`src/source/radar_consts.svh`:
```
// Radar core constants
`ifndef RADAR_CONSTS_SVH
`define RADAR_CONSTS_SVH

// Serial register bus
`define RADAR_ADDR_W 7
`define RADAR_DATA_W 32

// Sample widths
`define RADAR_TX_W 14
`define RADAR_RX_W 16
// Holds a full group of 16 received samples
`define RADAR_ECHO_W 20

// Accumulators and counters
`define RADAR_PHASE_W 16
`define RADAR_CNT_W 16
`define RADAR_DECIM_W 5
// Quarter turn of the phase circle, gives Q from I
`define RADAR_QUARTER_TURN 16'h4000

// Register reset values
`define RADAR_RST_PULSE_LEN 16'd8
`define RADAR_RST_GUARD_LEN 16'd4
`define RADAR_RST_RX_LEN 16'd32
`define RADAR_RST_PRI 16'd64
`define RADAR_RST_FREQ_START 16'd256
`define RADAR_RST_FREQ_STEP 16'd64
`define RADAR_RST_DECIM 5'd4

`endif
```
`src/source/radar_pkg.sv`:
```
// Radar configuration and sample types
`default_nettype none

`include "radar_consts.svh"

package radar_pkg;

   // Phases of one pulse repetition interval
   typedef enum logic [2:0] {
      IDLE     = 3'd0,
      TRANSMIT = 3'd1,
      GUARD    = 3'd2,
      RECEIVE  = 3'd3,
      REST     = 3'd4
   } radar_state_e;

   // Configuration as decoded from the register bus
   typedef struct packed {
      logic                      enable;
      logic                      tx_side;
      // Phase lengths in clock cycles
      logic [`RADAR_CNT_W-1:0]   pulse_len;
      logic [`RADAR_CNT_W-1:0]   guard_len;
      logic [`RADAR_CNT_W-1:0]   rx_len;
      logic [`RADAR_CNT_W-1:0]   pri;
      // Chirp start frequency and per-sample increment
      logic [`RADAR_PHASE_W-1:0] freq_start;
      logic [`RADAR_PHASE_W-1:0] freq_step;
      logic [`RADAR_DECIM_W-1:0] decim;
   } radar_cfg_t;

   // Transmit I/Q pair for the DAC
   typedef struct packed {
      logic signed [`RADAR_TX_W-1:0] i;
      logic signed [`RADAR_TX_W-1:0] q;
   } tx_iq_t;

   // Received I/Q pair from the ADC side
   typedef struct packed {
      logic signed [`RADAR_RX_W-1:0] i;
      logic signed [`RADAR_RX_W-1:0] q;
   } rx_iq_t;

   // Integrated echo group sums
   typedef struct packed {
      logic signed [`RADAR_ECHO_W-1:0] i;
      logic signed [`RADAR_ECHO_W-1:0] q;
   } echo_iq_t;

endpackage

`default_nettype wire

```
`src/source/bus_pkg.sv`:
```
// Serial register bus types
`default_nettype none

`include "radar_consts.svh"

package bus_pkg;

   // One register write, valid while strobe is high
   typedef struct packed {
      logic                     strobe;
      logic [`RADAR_ADDR_W-1:0] addr;
      logic [`RADAR_DATA_W-1:0] data;
   } ser_bus_t;

   // Register map of the radar application
   typedef enum logic [`RADAR_ADDR_W-1:0] {
      REG_CTRL       = 7'd0,  // bit 0 enable, bit 1 tx side
      REG_PULSE_LEN  = 7'd1,
      REG_GUARD_LEN  = 7'd2,
      REG_RX_LEN     = 7'd3,
      REG_PRI        = 7'd4,
      REG_FREQ_START = 7'd5,
      REG_FREQ_STEP  = 7'd6,
      REG_DECIM      = 7'd7   // 1 to 16 samples per group
   } reg_addr_e;

endpackage

`default_nettype wire

```
`src/source/radar_core.sv`:
```
// Monostatic radar signal core
`timescale 1ns/100ps
`default_nettype none

module radar_core (
   input  wire                 clk_i,
   input  wire                 rst_n_i,
   // Register writes from the host
   input  bus_pkg::ser_bus_t   ser_i,
   // ADC samples, one strobe per sample
   input  radar_pkg::rx_iq_t   rx_i,
   input  wire                 rx_strobe_i,
   // DAC samples
   output radar_pkg::tx_iq_t   tx_o,
   output logic                tx_strobe_o,
   // Integrated echoes
   output radar_pkg::echo_iq_t echo_o,
   output logic                echo_strobe_o,
   // Front end controls
   output logic                io_tx_ena_o,
   output logic                rx_gate_o,
   output logic                tx_side_o
);

   radar_pkg::radar_cfg_t cfg;
   logic                  pulse_start;
   logic                  tx_active;
   logic                  rx_window;

   radar_regs i_radar_regs (
      .clk_i   (clk_i),
      .rst_n_i (rst_n_i),
      .ser_i   (ser_i),
      .cfg_o   (cfg)
   );

   radar_timing i_radar_timing (
      .clk_i         (clk_i),
      .rst_n_i       (rst_n_i),
      .cfg_i         (cfg),
      .pulse_start_o (pulse_start),
      .tx_active_o   (tx_active),
      .rx_window_o   (rx_window)
   );

   chirp_gen i_chirp_gen (
      .clk_i         (clk_i),
      .rst_n_i       (rst_n_i),
      .cfg_i         (cfg),
      .pulse_start_i (pulse_start),
      .tx_active_i   (tx_active),
      .tx_o          (tx_o),
      .tx_strobe_o   (tx_strobe_o)
   );

   echo_integrator i_echo_integrator (
      .clk_i         (clk_i),
      .rst_n_i       (rst_n_i),
      .cfg_i         (cfg),
      .rx_window_i   (rx_window),
      .rx_i          (rx_i),
      .rx_strobe_i   (rx_strobe_i),
      .echo_o        (echo_o),
      .echo_strobe_o (echo_strobe_o)
   );

   // Mixer enable follows the transmit phase, receive gate the receive phase
   assign io_tx_ena_o = tx_active;
   assign rx_gate_o   = rx_window;
   // Side select only, DAC routing is outside the core
   assign tx_side_o   = cfg.tx_side;

endmodule

`default_nettype wire

```
`src/source/echo_integrator.sv`:
```
// Echo group integrator
`timescale 1ns/100ps
`default_nettype none

`include "radar_consts.svh"

module echo_integrator (
   input  wire                   clk_i,
   input  wire                   rst_n_i,
   input  radar_pkg::radar_cfg_t cfg_i,
   // Receive gate from the timing controller
   input  wire                   rx_window_i,
   input  radar_pkg::rx_iq_t     rx_i,
   input  wire                   rx_strobe_i,
   // Group sum, valid with echo_strobe_o
   output radar_pkg::echo_iq_t   echo_o,
   output logic                  echo_strobe_o
);

   localparam int EXT_W = `RADAR_ECHO_W - `RADAR_RX_W;

   logic                            rx_window_q;
   logic [`RADAR_DECIM_W-1:0]       cnt_q;
   logic                            echo_strobe_q;
   logic signed [`RADAR_ECHO_W-1:0] acc_i_q;
   logic signed [`RADAR_ECHO_W-1:0] acc_q_q;
   radar_pkg::echo_iq_t             echo_q;

   logic                            win_start;
   logic                            accept;
   logic                            group_done;
   logic [`RADAR_DECIM_W-1:0]       cnt_next;
   logic signed [`RADAR_ECHO_W-1:0] sum_i;
   logic signed [`RADAR_ECHO_W-1:0] sum_q;

   // Rising edge of the receive gate
   assign win_start = rx_window_i && !rx_window_q;
   // Samples outside the window are dropped
   assign accept    = rx_window_i && rx_strobe_i;

   // A window start discards whatever a previous window left behind
   assign cnt_next = (win_start ? '0 : cnt_q) + 1'b1;
   assign sum_i    = (win_start ? '0 : acc_i_q) + {{EXT_W{rx_i.i[`RADAR_RX_W-1]}}, rx_i.i};
   assign sum_q    = (win_start ? '0 : acc_q_q) + {{EXT_W{rx_i.q[`RADAR_RX_W-1]}}, rx_i.q};

   assign group_done = accept && (cnt_next == cfg_i.decim);

   // Control state
   always_ff @(posedge clk_i) begin
      if (!rst_n_i) begin
         rx_window_q   <= 1'b0;
         cnt_q         <= '0;
         echo_strobe_q <= 1'b0;
      end else begin
         rx_window_q   <= rx_window_i;
         echo_strobe_q <= group_done;
         if (group_done) begin
            cnt_q <= '0;
         end else if (accept) begin
            cnt_q <= cnt_next;
         end else if (win_start) begin
            cnt_q <= '0;
         end
      end
   end

   // Sums and the emitted group
   always_ff @(posedge clk_i) begin
      if (group_done) begin
         echo_q.i <= sum_i;
         echo_q.q <= sum_q;
         // Next group starts from zero
         acc_i_q  <= '0;
         acc_q_q  <= '0;
      end else if (accept) begin
         acc_i_q <= sum_i;
         acc_q_q <= sum_q;
      end else if (win_start) begin
         acc_i_q <= '0;
         acc_q_q <= '0;
      end
   end

   assign echo_o        = echo_q;
   assign echo_strobe_o = echo_strobe_q;

endmodule

`default_nettype wire

```
`src/source/chirp_gen.sv`:
```
// Linear FM chirp generator
`timescale 1ns/100ps
`default_nettype none

`include "radar_consts.svh"

module chirp_gen (
   input  wire                   clk_i,
   input  wire                   rst_n_i,
   input  radar_pkg::radar_cfg_t cfg_i,
   input  wire                   pulse_start_i,
   input  wire                   tx_active_i,
   // I/Q sample valid with tx_strobe_o
   output radar_pkg::tx_iq_t     tx_o,
   output logic                  tx_strobe_o
);

   // Triangle approximation of a sine over one phase turn
   function automatic logic [`RADAR_TX_W-1:0] triangle(
      input logic [`RADAR_PHASE_W-1:0] p
   );
      logic [`RADAR_PHASE_W-1:0] u;
      logic [`RADAR_PHASE_W-1:0] t;
      // Top 15 bits of the phase
      u = {1'b0, p[`RADAR_PHASE_W-1:1]};
      if (!u[`RADAR_PHASE_W-2]) begin
         // Rising half, -8192 up to 8191
         t = u - `RADAR_PHASE_W'(8192);
      end else begin
         // Falling half, 8191 down to -8192
         t = `RADAR_PHASE_W'(24575) - u;
      end
      return t[`RADAR_TX_W-1:0];
   endfunction

   logic [`RADAR_PHASE_W-1:0] phase_q;
   logic [`RADAR_PHASE_W-1:0] freq_q;

   // Values used this cycle, pulse start forces the initial ones
   logic [`RADAR_PHASE_W-1:0] phase_cur;
   logic [`RADAR_PHASE_W-1:0] freq_cur;

   assign phase_cur = pulse_start_i ? '0 : phase_q;
   assign freq_cur  = pulse_start_i ? cfg_i.freq_start : freq_q;

   always_ff @(posedge clk_i) begin
      if (!rst_n_i) begin
         phase_q <= '0;
         freq_q  <= '0;
      end else if (tx_active_i) begin
         // Phase steps by the current frequency, then the frequency ramps
         phase_q <= phase_cur + freq_cur;
         freq_q  <= freq_cur + cfg_i.freq_step;
      end
   end

   // Q leads I by a quarter turn
   assign tx_o.i = triangle(phase_cur);
   assign tx_o.q = triangle(phase_cur + `RADAR_QUARTER_TURN);

   // One sample per transmit cycle
   assign tx_strobe_o = tx_active_i;

endmodule

`default_nettype wire

```
`src/source/radar_timing.sv`:
```
// Pulse repetition timing controller
`timescale 1ns/100ps
`default_nettype none

`include "radar_consts.svh"

module radar_timing (
   input  wire                   clk_i,
   input  wire                   rst_n_i,
   input  radar_pkg::radar_cfg_t cfg_i,
   // Strobe in the first transmit cycle
   output logic                  pulse_start_o,
   // High for the whole transmit phase
   output logic                  tx_active_o,
   // High for the whole receive phase
   output logic                  rx_window_o
);

   radar_pkg::radar_state_e state_q;

   // Cycles spent in the current phase
   logic [`RADAR_CNT_W-1:0] phase_cnt_q;
   // Cycles since the last pulse start
   logic [`RADAR_CNT_W-1:0] int_cnt_q;

   logic [`RADAR_CNT_W-1:0] phase_len;
   logic                    phase_done;
   logic                    int_done;

   // Length of the phase being timed
   always_comb begin
      case (state_q)
         radar_pkg::TRANSMIT: phase_len = cfg_i.pulse_len;
         radar_pkg::GUARD:    phase_len = cfg_i.guard_len;
         radar_pkg::RECEIVE:  phase_len = cfg_i.rx_len;
         // Rest ends on the interval counter instead
         default:             phase_len = cfg_i.pri;
      endcase
   end

   assign phase_done = (phase_cnt_q == phase_len - 1'b1);
   // Last cycle of the repetition interval
   assign int_done   = (int_cnt_q == cfg_i.pri - 1'b1);

   always_ff @(posedge clk_i) begin
      if (!rst_n_i) begin
         state_q     <= radar_pkg::IDLE;
         phase_cnt_q <= '0;
         int_cnt_q   <= '0;
      end else if (!cfg_i.enable) begin
         // Disable wins over every state
         state_q     <= radar_pkg::IDLE;
         phase_cnt_q <= '0;
         int_cnt_q   <= '0;
      end else if (state_q == radar_pkg::IDLE || int_done) begin
         // New pulse, either first after enable or pri after the last
         state_q     <= radar_pkg::TRANSMIT;
         phase_cnt_q <= '0;
         int_cnt_q   <= '0;
      end else begin
         int_cnt_q <= int_cnt_q + 1'b1;
         if (phase_done && state_q != radar_pkg::REST) begin
            phase_cnt_q <= '0;
            case (state_q)
               radar_pkg::TRANSMIT: state_q <= radar_pkg::GUARD;
               radar_pkg::GUARD:    state_q <= radar_pkg::RECEIVE;
               default:             state_q <= radar_pkg::REST;
            endcase
         end else begin
            // Keeps counting in rest, where it is not looked at
            phase_cnt_q <= phase_cnt_q + 1'b1;
         end
      end
   end

   // Decoded straight from the state register
   assign tx_active_o   = (state_q == radar_pkg::TRANSMIT);
   assign rx_window_o   = (state_q == radar_pkg::RECEIVE);
   assign pulse_start_o = tx_active_o && (phase_cnt_q == '0);

endmodule

`default_nettype wire

```
`src/source/radar_regs.sv`:
```
// Radar register decoder
`timescale 1ns/100ps
`default_nettype none

`include "radar_consts.svh"

module radar_regs (
   input  wire                 clk_i,
   input  wire                 rst_n_i,
   // Register writes from the serial bus
   input  bus_pkg::ser_bus_t   ser_i,
   // Decoded configuration for the whole core
   output radar_pkg::radar_cfg_t cfg_o
);

   radar_pkg::radar_cfg_t cfg_q;

   // Address of the current write, seen through the register map
   bus_pkg::reg_addr_e addr;

   assign addr = bus_pkg::reg_addr_e'(ser_i.addr);

   always_ff @(posedge clk_i) begin
      if (!rst_n_i) begin
         // Transmitter held off until software enables it
         cfg_q.enable     <= 1'b0;
         cfg_q.tx_side    <= 1'b0;
         cfg_q.pulse_len  <= `RADAR_RST_PULSE_LEN;
         cfg_q.guard_len  <= `RADAR_RST_GUARD_LEN;
         cfg_q.rx_len     <= `RADAR_RST_RX_LEN;
         cfg_q.pri        <= `RADAR_RST_PRI;
         cfg_q.freq_start <= `RADAR_RST_FREQ_START;
         cfg_q.freq_step  <= `RADAR_RST_FREQ_STEP;
         cfg_q.decim      <= `RADAR_RST_DECIM;
      end else if (ser_i.strobe) begin
         // One field group per address
         case (addr)
            bus_pkg::REG_CTRL: begin
               cfg_q.enable  <= ser_i.data[0];
               cfg_q.tx_side <= ser_i.data[1];
            end
            bus_pkg::REG_PULSE_LEN: begin
               cfg_q.pulse_len <= ser_i.data[`RADAR_CNT_W-1:0];
            end
            bus_pkg::REG_GUARD_LEN: begin
               cfg_q.guard_len <= ser_i.data[`RADAR_CNT_W-1:0];
            end
            bus_pkg::REG_RX_LEN: begin
               cfg_q.rx_len <= ser_i.data[`RADAR_CNT_W-1:0];
            end
            bus_pkg::REG_PRI: begin
               cfg_q.pri <= ser_i.data[`RADAR_CNT_W-1:0];
            end
            bus_pkg::REG_FREQ_START: begin
               cfg_q.freq_start <= ser_i.data[`RADAR_PHASE_W-1:0];
            end
            bus_pkg::REG_FREQ_STEP: begin
               cfg_q.freq_step <= ser_i.data[`RADAR_PHASE_W-1:0];
            end
            bus_pkg::REG_DECIM: begin
               cfg_q.decim <= ser_i.data[`RADAR_DECIM_W-1:0];
            end
            default: begin
               // Other addresses belong to other blocks
               cfg_q <= cfg_q;
            end
         endcase
      end
   end

   assign cfg_o = cfg_q;

endmodule

`default_nettype wire

```
`config.mk`:
```
export PLATFORM = sky130hd
export DESIGN_NAME = radar_core
export DESIGN_NICKNAME = d
export VERILOG_FILES = /design/src/source/radar_pkg.sv /design/src/source/bus_pkg.sv /design/src/source/radar_core.sv /design/src/source/echo_integrator.sv /design/src/source/chirp_gen.sv /design/src/source/radar_timing.sv /design/src/source/radar_regs.sv
export VERILOG_INCLUDE_DIRS = /design/src /design/src/source
export SDC_FILE = /design/constraint.sdc
export NUM_CORES = 1
export LEC_CHECK = 0
export BUFFER_PORTS_ARGS = -buffer_cell sky130_fd_sc_hd__buf_2
export CORE_MARGIN = 2
export CORE_UTILIZATION = 38
export DETAILED_ROUTE_END_ITERATION = 8
export PLACE_DENSITY_LB_ADDON = 0.1
export SLEW_MARGIN = 20
export SYNTH_ARGS = -nofsm -noshare
export SYNTH_HDL_FRONTEND = slang
export SYNTH_SLANG_ARGS = --single-unit
```
`constraint.sdc`:
```
create_clock -name clk_i -period 15.9 [get_ports clk_i]
set_clock_uncertainty 0.2 [all_clocks]
set_input_delay 1.59 -clock clk_i [delete_from_list [all_inputs] [get_ports clk_i]]
set_output_delay 1.59 -clock clk_i [all_outputs]
set_load 0.005 [all_outputs]
```
After elaboration in Yosys (flattened, before gate mapping)

Cells that the tools add are included.

Bits in registers: 257
Latch bits: 0
Memory bits (writable): 0
Memory bits (read-only): 0
Bits of input ports: 75
Output and inout port bits: 73
Logic and storage cells: 89
Memories kept: 0

Add/sub/neg operators: 14
$mul: 0
Div/mod/pow operators: 0
Magnitude comparators: 0
Equal/unequal tests: 14
Shift-type cells: 0
Mux-type cells: 14
Bitwise operators: 2
Reduce and logical (&&, ||, !) cells: 23

Operator list:

| cell                     | number |
|---|---|
| $mux W20                 | 4 |
| $pmux W16 S3             | 1 |
| $add A20 B20 Y20         | 2 |
| $add A16 B1 Y16 const B  | 2 |
| $add A16 B16 Y16         | 2 |
| $eq A16 B16 Y1           | 2 |
| $mux W16                 | 2 |
| $sub A16 B1 Y16 const B  | 2 |
| $eq A7 B3 Y1 const B     | 4 |
| $mux W14                 | 2 |
| $sub A13 B14 Y14 const A | 2 |
| $sub A14 B14 Y14 const B | 2 |
| $reduce_and A2 Y1        | 9 |
| $add A16 B15 Y16 const B | 1 |
| $logic_not A16 Y1        | 1 |
| $eq A7 B2 Y1 const B     | 2 |
| $mux W5                  | 2 |
| $eq A7 B1 Y1 const B     | 1 |
| $logic_not A7 Y1         | 1 |
| $eq A3 B2 Y1 const B     | 2 |
| $pmux W3 S2              | 1 |
| $add A5 B1 Y5 const B    | 1 |
| $eq A5 B5 Y1             | 1 |
| $logic_and A1 B1 Y1      | 5 |
| other kinds (11)         | 13 |

Longest topological paths before layout

Gate-level depths: netlist of run 1.

Depth in word-level cells: 7
Depth in mapped cells: 22
Mapped depth without buffers: 18

By module

A second synthesis of run 1 with hierarchy kept.

Cell total of the unflattened synthesis: 1,899
Area, all modules: 16,578.4 um2

By module, submodules not included:

| module          | times used | cells an instance | area each (um2) | seq. area each (um2) |
|---|---|---|---|---|
| echo_integrator | 1          | 604               | 5,469.0         | 2,142.1 |
| radar_timing    | 1          | 507               | 3,892.5         | 700.7 |
| radar_regs      | 1          | 371               | 3,871.2         | 2,062.0 |
| chirp_gen       | 1          | 417               | 3,345.7         | 640.6 |

Worst setup path after synthesis of run 1

OpenSTA, ideal clock, no wires.

Path kind: flip-flop to flip-flop
From: register i_radar_timing.state_q[1]
To: register i_echo_integrator.echo_q (netlist bit i_echo_integrator.echo_o[0]), enable pin
Library setup time: 420 ps
Arrival: 4,451 ps
Required time: 15,280 ps
Slack: 10,828 ps
Stages on the path, launching flop included: 17
Buffers on the path: 6
Period minus slack after synthesis: 5,072 ps
Cell sequence: dfxtp_1 > buf_6 > clkbuf_8 > clkbuf_1 > inv_1 > or3_1 > clkbuf_1 > clkbuf_1 > and2_1 > ha_1 > nand3_1 > xnor2_1 > nor4b_1 > a31oi_1 > o32a_1 > nor3_1 > clkbuf_1

Word-level cells in the longest chain between the ends: 6
Elaborated cells between the ends (all ways): 7
Classes of those cells: 1 x add/sub; 2 x eq/ne; 1 x mux; 3 x reduce/logical

RTL lines:

| element                                | line                  | text |
|---|---|---|
| from (decl)                            | radar_timing.sv:19    | `radar_pkg::radar_state_e state_q;` |
| from (signal assigned)                 | radar_timing.sv:47    | `state_q <= radar_pkg::IDLE;` |
| from (signal assigned)                 | radar_timing.sv:52    | `state_q <= radar_pkg::IDLE;` |
| from (signal assigned)                 | radar_timing.sv:57    | `state_q <= radar_pkg::TRANSMIT;` |
| $eq A3 B2 Y1 (*)                       | radar_timing.sv:78    | `assign rx_window_o = (state_q == radar_pkg::RECEIVE);` |
| $logic_and A1 B1 Y1                    | echo_integrator.sv:37 | `assign win_start = rx_window_i && !rx_window_q;` |
| $mux W5                                | -                     |  |
| $add A5 B1 Y5                          | echo_integrator.sv:42 | `assign cnt_next = (win_start ? '0 : cnt_q) + 1'b1;` |
| $eq A5 B5 Y1                           | echo_integrator.sv:46 | `assign group_done = accept && (cnt_next == cfg_i.decim);` |
| $logic_and A1 B1 Y1 (*)                | echo_integrator.sv:46 |  |
| named net i_echo_integrator.group_done | echo_integrator.sv:31 | `logic group_done;` |
| to (decl)                              | echo_integrator.sv:27 | `radar_pkg::echo_iq_t echo_q;` |

The timed path passes the listed nets; every way through them passes the cells marked *.
A chain may end at the register's enable or synchronous reset.

Final worst setup path of run 1

From: register i_radar_timing.state_q[2]
To: register i_chirp_gen.phase_q[14]

Word-level cells in the longest chain between the ends: 4
Elaborated cells between the ends (all ways): 5
Classes of those cells: 1 x add/sub; 1 x eq/ne; 2 x mux; 1 x reduce/logical

RTL lines:

| element                            | line                             | text |
|---|---|---|
| $eq A3 B1 Y1 (*)                   | radar_timing.sv:77               | `assign tx_active_o = (state_q == radar_pkg::TRANSMIT);` |
| $logic_and A1 B1 Y1                | radar_timing.sv:79               | `assign pulse_start_o = tx_active_o && (phase_cnt_q == '0);` |
| $mux W16, on equally long branches | chirp_gen.sv:43, chirp_gen.sv:44 |  |
| $add A16 B16 Y16                   | chirp_gen.sv:52                  | `phase_q <= phase_cur + freq_cur;` |
| to (signal assigned)               | chirp_gen.sv:52                  |  |
| to (decl)                          | chirp_gen.sv:36                  | `` logic [`RADAR_PHASE_W-1:0] phase_q; `` |

Every way passes the cells marked *; elsewhere a longest branch is shown, timed or not.

==> results of run 1 <==
## flip-flops by register name, indices dropped and copies added (netlist names)
register                         count
i_echo_integrator.acc_i_q           20
i_radar_regs.cfg_o                 103
i_radar_timing.phase_cnt_q          16
i_echo_integrator.cnt_q              5
i_echo_integrator.rx_window_q        1
i_radar_timing.int_cnt_q            16
i_echo_integrator.echo_o            40
i_radar_timing.state_q               3
i_chirp_gen.freq_q                  16
i_chirp_gen.phase_q                 16
i_echo_integrator.acc_q_q           20
i_echo_integrator.echo_strobe_o      1
## cell type report
type,instances,area [um2]
Multi-Input combinational cell,1465,9140
Timing Repair Buffer,144,753
Antenna cell,1,2.50
Sequential cell,257,5550
Inverter,51,194
Clock buffer,45,898
Tap cell,525,657
Clock inverter,12,125
Fill cell,4016,22400
## worst max-delay path: stages (launching register included)
cell and delay (ps):
dfxtp_1 290, buf_4 230, nor2b_4 490, nand2_1 130, buf_4 300, nor4_2 290
buf_4 410, nand2_1 100, nand2_1 120, ha_1 210, inv_1 70, fa_1 410
nor2b_1 130, o21ai_0 120, a21boi_0 260, o21ai_0 210, a211oi_1 430, o41a_1 270
o211ai_1 100, a2111oi_0 440, a311o_1 170
## cell families (layout without fill, tap and decap cells)
| logic type | Yosys count | in the layout | share of synthesized area [%] |
|---|---|---|---|
| simple gates | 814 | 814 | 25.6 |
| compound gates | 389 | 389 | 16.1 |
| other cells | 0 | 1 | 0 |
| mux | 29 | 29 | 1.96 |
| fa+ha+maj | 78 | 78 | 6.57 |
| flops | 257 | 257 | 36.2 |
| xor+xnor | 155 | 155 | 8.98 |
| buf+inv | 146 | 252 | 4.54 |
## worst paths after layout
path	end	cells past startpoint
worst max-delay path	i_chirp_gen.phase_q[14]	20
worst min-delay path	i_chirp_gen.freq_q[3]	2
worst max register to register	i_chirp_gen.phase_q[14]	20
worst min register to register	i_chirp_gen.freq_q[3]	2
## per-layer routing
metal,vias to the layer above,share of wire (%)
met4,0,1.7
met3,46,4.3
met2,260,45
li1,6674,-
met1,6198,49
met5,-,0
## power by group through the flow
stage / combinational, uW / sequential, uW / clock [uW]
floorplan: 26.8 / 675 / 0
global placement: 46.3 / 675 / 0
detailed placement: 47.2 / 675 / 0
CTS: 47.3 / 661 / 732
global route: 52.0 / 661 / 756
finish: 47.1 / 661 / 710
## metrics by stage
stage	hold WS [ps]	utilization (%)	cell area (um2)	cells
6_report	251	43.6	17300	2500
5_1_grt	271	43.6	17300	2499
3_5_place_dp	243	41.0	16300	2442
4_1_cts	252	43.6	17300	2499
2_1_floorplan	232	-	15300	1868
3_3_place_gp	238	40.9	16300	2442
## placed cells by master (no fill, tap or decap), types with 10 or more instances in the layout
| master | n |
|---|---|
| a211oi_1 | 13 |
| a21o_1 | 13 |
| a21oi_1 | 198 |
| a31oi_1 | 12 |
| and2_1 | 55 |
| and3_1 | 23 |
| buf_2 | 131 |
| buf_4 | 13 |
| clkbuf_16 | 31 |
| dfxtp_1 | 216 |
| edfxtp_1 | 40 |
| ha_1 | 74 |
| inv_1 | 48 |
| mux2i_1 | 24 |
| nand2_1 | 407 |
| nand3_1 | 49 |
| nand4_1 | 10 |
| nor2_1 | 106 |
| nor2b_1 | 12 |
| nor3_1 | 40 |
| nor3_2 | 12 |
| nor4_1 | 10 |
| o211ai_1 | 10 |
| o21a_1 | 12 |
| o21ai_0 | 37 |
| o31ai_1 | 10 |
| or3_1 | 12 |
| xnor2_1 | 113 |
| xor2_1 | 41 |
==> impl_metrics.ini, run 1 <==
[synth]
synth_cells = 1868
synth_top_area_cell = dfxtp_1
synthTopCellsByCount = 408 x nand2_1, 217 x dfxtp_1, 198 x a21oi_1
synth_edf_count = 40
synth.distinct_cells = 113
ys.flop_type = dfxtp_1
async_flop_share_pct = 0
synth_warnings = 0
syn-num-nets = 2021
ys_seq_elements = 257
yosysSeqAreaShare_pct = 36.2
synthesis.area_um2 = 15300
yosysMostFrequentCell = nand2_1
synth_top_area_share_pct = 28.4
synth_area_leaders = dfxtp_1 28%, nand2_1 10%, edfxtp_1 7.8%, a21oi_1 6.5%, xnor2_1 6.5%
syn_area_per_cell_um2 = 8.20

[worst_setup_path]
crit_required_ps = 16220
crit_start = i_radar_timing.state_q[2]
end_kind = register
crit_type = reg2reg
ff2ff_setup_slack_ps = 10440
worst_setup_path_start_kind = register
crit-reg2reg-launch = i_radar_timing.state_q[2]
cp_max_fo = 35
cp.arrival_ps = 5770

[clock_network]
postCtsSetupRepairBufs = 0
clockRootBuffer = clkbuf_16
cts_hold_buf = 0
clock_path_buffers = 3
h-tree-depth = 1
cts.sinks = 257
cts_resized = 0
worstSkewPairLatency_ps = 580
numCtsBuffers = 31
cts_tree = yes
path_clk_slew_ps = 60

[sta]
max_freq_mhz = 183
slew_headroom_pct = 30.0
finalMaxSlewViolations = 0
tightestPinTransition_ps = 1050
final-setup-viol-count = 0
hold_viol = 0
fin_crit_ps = 5460
rsz0062_at_grt = no
post-route-period-util_pct = 34.3
fin_setup_tns_ps = 0
setup_ws_ps = 10440

[placed_design]
hpwl_um = 28600
io_buffers = 131
pre_cts_slack_ps = 10560
place_congestion = 0.843

[pwr]
pwr-share-clk_pct = 50.1
power_density_nw_per_um2 = 81.9
switchingPower_uw = 318
leakagePower_uw = 0.00669
switching_share_pct = 22.4
vdd_drop_max_mv = 0.0694
p_comb_share_pct = 3.3
internal-power_uw = 1100
total_power_uw = 1420
seq_power_share_pct = 46.6

[floorplanning]
ioPinCount = 148
core-area_um2 = 39700
rows = 73
dieArea_um2 = 41900
floorplan.initialDensity_pct = 38.6
die_h_um = 205
die_w_um = 205

[layout]
syn_to_final_growth_pct = 13.0
final_nets = 2103
drive_above_1_share_pct = 13.5

[drt]
dr_total_vias = 13200
drtIter0Drc = 727
antenna_left = 0
wl_um = 41100
drt_pass1_iterations = 5
detail_route.vias_per_cell = 5.27
wire_per_inst_um = 16.4
drc = 0

[global_route]
grt_pass1_vias = 12400
track_usage_pct = 19.4
grt_overflow_total = 0
grt_pass1_wl_um = 66100
antenna_found_initial = 1
grtUsageMet2_pct = 31.6
grt_max_degree = 82
grt_busiest_layer = met2
use_met1_pct = 27.4
use_met3_pct = 2.45

[worst_hold_path]
hold_path.startpoint = i_chirp_gen.freq_q[3]
hold_path_class = reg2reg

[flow_run]
max_cap_viol_count = 0

[status]
status = finished, final reports clean
Note: power is estimated with default switching activity, not from simulation.
==> inputs of run 2 (changes only) <==
==> constraint.sdc (replaced) <==
create_clock -name clk_i -period 5.36 [get_ports clk_i]
set_clock_uncertainty 0.2 [all_clocks]
set_input_delay 0.536 -clock clk_i [delete_from_list [all_inputs] [get_ports clk_i]]
set_output_delay 0.536 -clock clk_i [all_outputs]
set_load 0.005 [all_outputs]
==> run 2 against run 1 <==
Net effect:
- register-to-register slack lost 9900 ps
- via count hardly changed
- count of clock-buffer cells in the layout rose by 2
- worst setup slack got worse by 9900 ps
- sequential share of layout area down 0.13 points
- largest power group unchanged
- wire length fell by 0.78%
- die area unchanged
- critical endpoint unchanged
- critical path depth fell by 4
- combinational power rose to 3.0 times the previous value
- sequential power rose to 3.0 times the previous value
- flip-flop and latch count unchanged
- worst hold slack got worse by 180 ps
==> impl_metrics.ini, run 2 (same netlist as run 1, synthesis figures left out) <==
[layout]
layout_commonest_cell = nand2_1
drive_above_1_share_pct = 13.7
final_nets = 2107
largest_reg_flops = 103
layout_common_cells = 407 x nand2_1, 216 x dfxtp_1, 198 x a21oi_1
finalInstanceArea_um2 = 17400
fillers = 4038
syn_to_final_growth_pct = 13.5
layout.cells.non_filler = 2503

[floorplanning]
floorplan.initialDensity_pct = 38.6
ioPinCount = 148
core-area_um2 = 39700
dieArea_um2 = 41900
die_h_um = 205
die_w_um = 205
rows = 73

[placed_design]
dpl_cell_area_um2 = 16300
hpwl_um = 29200
place_congestion = 0.869
io_buffers = 131
dp.cells = 2447

[sta]
finalMaxSlewViolations = 0
post-route-period-util_pct = 90.3
slew_headroom_pct = 23.1
hold_viol = 0
fin_setup_tns_ps = 0
final-setup-viol-count = 0
timing.hold.ws_ps = 67.7
fin_crit_ps = 4840
max_freq_mhz = 207
rsz0062_at_grt = no
tightestPinTransition_ps = 1140

[worst_setup_path]
crit_required_ps = 5670
path_buf_inv = 2
end_kind = register
cp_max_fo = 32
cp.arrival_ps = 5150
worst_setup_path_start_kind = register
cp_top_family = compound AO/OA/AOI/OAI gates
crit_type = reg2reg
critical-path-max-stage-delay_ps = 610
path_cells = nor4_1 > nand2_1 > or4_1 > buf_4 > mux2i_1 > buf_4 > fa_1 > nor2b_1 > o21ai_0 > a21boi_0 > o21ai_0 > a211oi_1 > o41a_1 > o211ai_1 > a2111oi_0 > a311o_1
cpMaxStageDelayCell = or4_1

[flow_run]
max_cap_viol_count = 0

[clock_network]
path_clk_slew_ps = 70
cts_tree = yes
worstSkewPairLatency_ps = 580
clockRootBuffer = clkbuf_16
cts_hold_buf = 0
cts.sinks = 257
h-tree-depth = 1
postCtsSetupRepairBufs = 0
numCtsBuffers = 30
cts_resized = 0
clock_path_buffers = 3

[drt]
drt_pass1_iterations = 5
antenna_left = 0
drtIter0Drc = 667
met1_length_um = 19900
dr_total_vias = 13200
met3WireLength_um = 1720
wl_um = 40800
wire_per_inst_um = 16.3
detail_route.vias_per_cell = 5.27
route.met2.wl_um = 18400
top_layer = met5
drc = 0

[global_route]
antenna_found_initial = 3
grt_pass1_wl_um = 66000
grt_max_degree = 88
grt_overflow_total = 0
track_usage_pct = 19.4
grt_pass1_vias = 12300

[worst_hold_path]
hold_path_class = in2reg

[pwr]
leakagePower_uw = 0.00673
vdd_drop_max_mv = 0.243
power_density_nw_per_um2 = 243

[status]
status = finished, final reports clean
==> run 2: cell count changes in the layout (fill, tap and decap cells not counted), sizes merged <==
cell / before / now
buf: 144 / 149
clkbuf: 45 / 47
clkinv: 7 / 4
clkinvlp: 3 / 2
diode: 1 / 2
inv: 51 / 50
==> run 2: final timing paths <==
path	from	end	slack, ps	cells after the start
worst max-delay path	i_radar_timing.phase_cnt_q[12]	i_chirp_gen.phase_q[14]	520	16
worst max register to register	i_radar_timing.phase_cnt_q[12]	i_chirp_gen.phase_q[14]	520	16
worst min register to register	i_chirp_gen.freq_q[12]	i_chirp_gen.freq_q[12]	250	2
worst min-delay path	ser_i[5]	i_radar_regs.cfg_o[10]	70	3
==> run 2: layer usage <==
metal,vias to the layer above,global-route usage [%]
li1,6670,-
met1,6216,27.3
met2,242,31.4
met3,54,2.53
met4,4,4.45
met5,-,0
==> run 2: worst reg2reg max path, delay by kind of cell, from the launching register on <==
family | cells | cell delay (ps)
buf+inv | 2 | 460
simple gates | 4 | 1200
fa+ha+maj | 1 | 450
flops | 1 | 390
compound gates | 8 | 1900
mux | 1 | 180
==> run 2: metrics by stage <==
stage	total power (uW)	util, %	worst slack, ps
floorplan	2080	-	288
global placement	2140	41.1	612
detailed placement	2140	41.1	615
CTS	4290	43.7	566
global route	4380	43.7	192
finish	4230	43.8	520
==> run 2: power breakdown <==
group / internal (uW) / total (uW) / switching (uW)
Clock: 1300 / 2130 / 832
Combinational: 49.5 / 140 / 90.7
Sequential: 1960 / 1960 / 1.60
==> run 2: cell type report <==
| type | count | area (um2) | area share (%) |
|---|---|---|---|
| multi-input cells | 1465 | 9140 | 52.6 |
| flip-flops and latches | 257 | 5550 | 31.9 |
| clock buffers | 47 | 946 | 5.44 |
| repair buffers | 149 | 803 | 4.62 |
| well taps | 525 | 657 | 3.78 |
| inverters | 51 | 194 | 1.12 |
| clock inverters | 7 | 90.1 | 0.518 |
| diodes | 2 | 5.00 | 0.0288 |
==> inputs of run 3 (changes only) <==
--- a/config.mk
+++ b/config.mk
@@ -8,7 +8,8 @@
 export LEC_CHECK = 0
 export BUFFER_PORTS_ARGS = -buffer_cell sky130_fd_sc_hd__buf_2
 export CORE_MARGIN = 2
-export CORE_UTILIZATION = 38
+export CORE_UTILIZATION = 65
+export CTS_CLUSTER_SIZE = 10
 export DETAILED_ROUTE_END_ITERATION = 8
 export PLACE_DENSITY_LB_ADDON = 0.1
 export SLEW_MARGIN = 20
==> constraint.sdc (replaced) <==
create_clock -name clk_i -period 6.25 [get_ports clk_i]
set_clock_uncertainty 0.2 [all_clocks]
set_input_delay 0.625 -clock clk_i [delete_from_list [all_inputs] [get_ports clk_i]]
set_output_delay 0.625 -clock clk_i [all_outputs]
set_load 0.005 [all_outputs]
==> run 3 against run 2 <==
Net effect:
- count of clock-buffer cells in the layout shrank 3
- worst setup slack gained 55 ps
- flip-flop and latch count is the same
- first-iteration DRC count grew 53%
- wire length shrank 8.9%
- utilization grew 29 points
- global-route usage grew 10 points
- clock power shrank 25%
- die area shrank 41%
- register-to-register slack gained 50 ps
- critical path type unchanged
==> impl_metrics.ini, run 3 (same netlist as run 1, synthesis figures left out) <==
[status]
status = finished, final reports clean

[floorplanning]
ioPinCount = 148
dieArea_um2 = 24800
die_w_um = 158
floorplan.initialDensity_pct = 65.7
rows = 56
die_h_um = 158
core-area_um2 = 23300

[pwr]
switching_share_pct = 21.5
internal-power_uw = 2670
total_power_uw = 3400
seq_power_share_pct = 49.5
switchingPower_uw = 730
p_comb_share_pct = 3.4
pwr-share-clk_pct = 47.1
vdd_drop_max_mv = 0.204
leakagePower_uw = 0.00663
power_density_nw_per_um2 = 201

[placed_design]
place_congestion = 0.928
io_buffers = 131
dpl_cell_area_um2 = 16000
hpwl_um = 26200

[global_route]
grt_pass1_vias = 12600
track_usage_pct = 29.4
grt_pass1_wl_um = 60200
grt_overflow_total = 0
grt_max_degree = 80
antenna_found_initial = 1

[clock_network]
clock_path_buffers = 3
cts.sinks = 257
worstSkewPairLatency_ps = 560
numCtsBuffers = 30
cts_hold_buf = 0
clockRootBuffer = clkbuf_16
path_clk_slew_ps = 60
postCtsSetupRepairBufs = 0
cts_resized = 0
h-tree-depth = 1
cts_tree = yes

[flow_run]
max_cap_viol_count = 0

[drt]
drt_pass1_iterations = 5
wire_per_inst_um = 16.2
dr_total_vias = 13500
drtIter0Drc = 1019
wl_um = 37200
drc = 0
detail_route.vias_per_cell = 5.89
antenna_left = 0

[layout]
drive_above_1_share_pct = 12.7
final_nets = 2107
layout_commonest_cell = nand2_1
final_core_util_pct = 72.5
syn_to_final_growth_pct = 10.4
finalInstanceArea_um2 = 16900
layout_common_cells = 408 x nand2_1, 216 x dfxtp_1, 198 x a21oi_1
largest_reg_flops = 103

[worst_hold_path]
hold_path_class = in2reg

[sta]
tightestPinTransition_ps = 913
post-route-period-util_pct = 90.8
timing.hold.ws_ps = 171
slew_headroom_pct = 38.5
final-setup-viol-count = 0
fin_crit_ps = 5680
max_freq_mhz = 176
fin_setup_tns_ps = 0
finalMaxSlewViolations = 0
rsz0062_at_grt = no
hold_viol = 0

[worst_setup_path]
cp_max_fo = 32
crit_type = reg2reg
worst_setup_path_start_kind = register
end_kind = register
crit_required_ps = 6510
cp.arrival_ps = 5940
run 3: final cells by class:
| type | instances | area, um2 |
|---|---|---|
| multi-input combinational | 1465 | 9090 |
| fill | 1834 | 6410 |
| timing repair buffer | 149 | 803 |
| inverter | 51 | 193 |
| antenna | 3 | 7.51 |
| clock inverter | 2 | 46.3 |
| tap | 319 | 399 |
| clock buffer | 44 | 833 |
| sequential | 257 | 5550 |
run 3: path summary, 6_finish.rpt:
| check | startpoint | slack [ps] | end | cells after the start |
|---|---|---|---|---|
| worst min register to register | i_chirp_gen.freq_q[10] | 250 | i_chirp_gen.freq_q[10] | 2 |
| worst max register to register | i_radar_timing.state_q[0] | 570 | i_chirp_gen.phase_q[15] | 16 |
| worst min-delay path | ser_i[5] | 170 | i_radar_regs.cfg_o[10] | 3 |
| worst max-delay path | i_radar_timing.state_q[0] | 570 | i_chirp_gen.phase_q[15] | 16 |
run 3: power by group through the flow:
stage / clock (uW) / combinational, uW / sequential [uW]
floorplan: 0 / 68.2 / 1720
global placement: 0 / 110 / 1720
detailed placement: 0 / 113 / 1720
CTS: 1620 / 114 / 1680
global route: 1680 / 126 / 1680
finish: 1600 / 116 / 1680
run 3: metrics by stage:
stage / worst slack (ps) / std cells
final: 574 / 2290
after global routing: 125 / 2287
after CTS: 615 / 2287
after detailed placement: 667 / 2241
after global placement: 821 / 2241
after floorplan: 1180 / 1868
run 3: critical path, cell delays in order, from the launching register on:
cell and delay, ps:
dfxtp_1 820, nor2b_4 590, nand2_1 180, or4_1 500, buf_4 270, mux2i_1 410, inv_1 120, ha_1 320
a211oi_1 100, o21ai_0 310, nand3_1 160, and4_1 200, o41ai_1 480, a31oi_1 220, xnor2_1 180, a22o_1 240
a221oi_1 270
run 3: routing by layer:
metal	wire length (um)	GRT usage, %
met1	16100	38.3
met2	17900	50.5
met5	13	0
met3	2280	4.16
met4	841	9.22
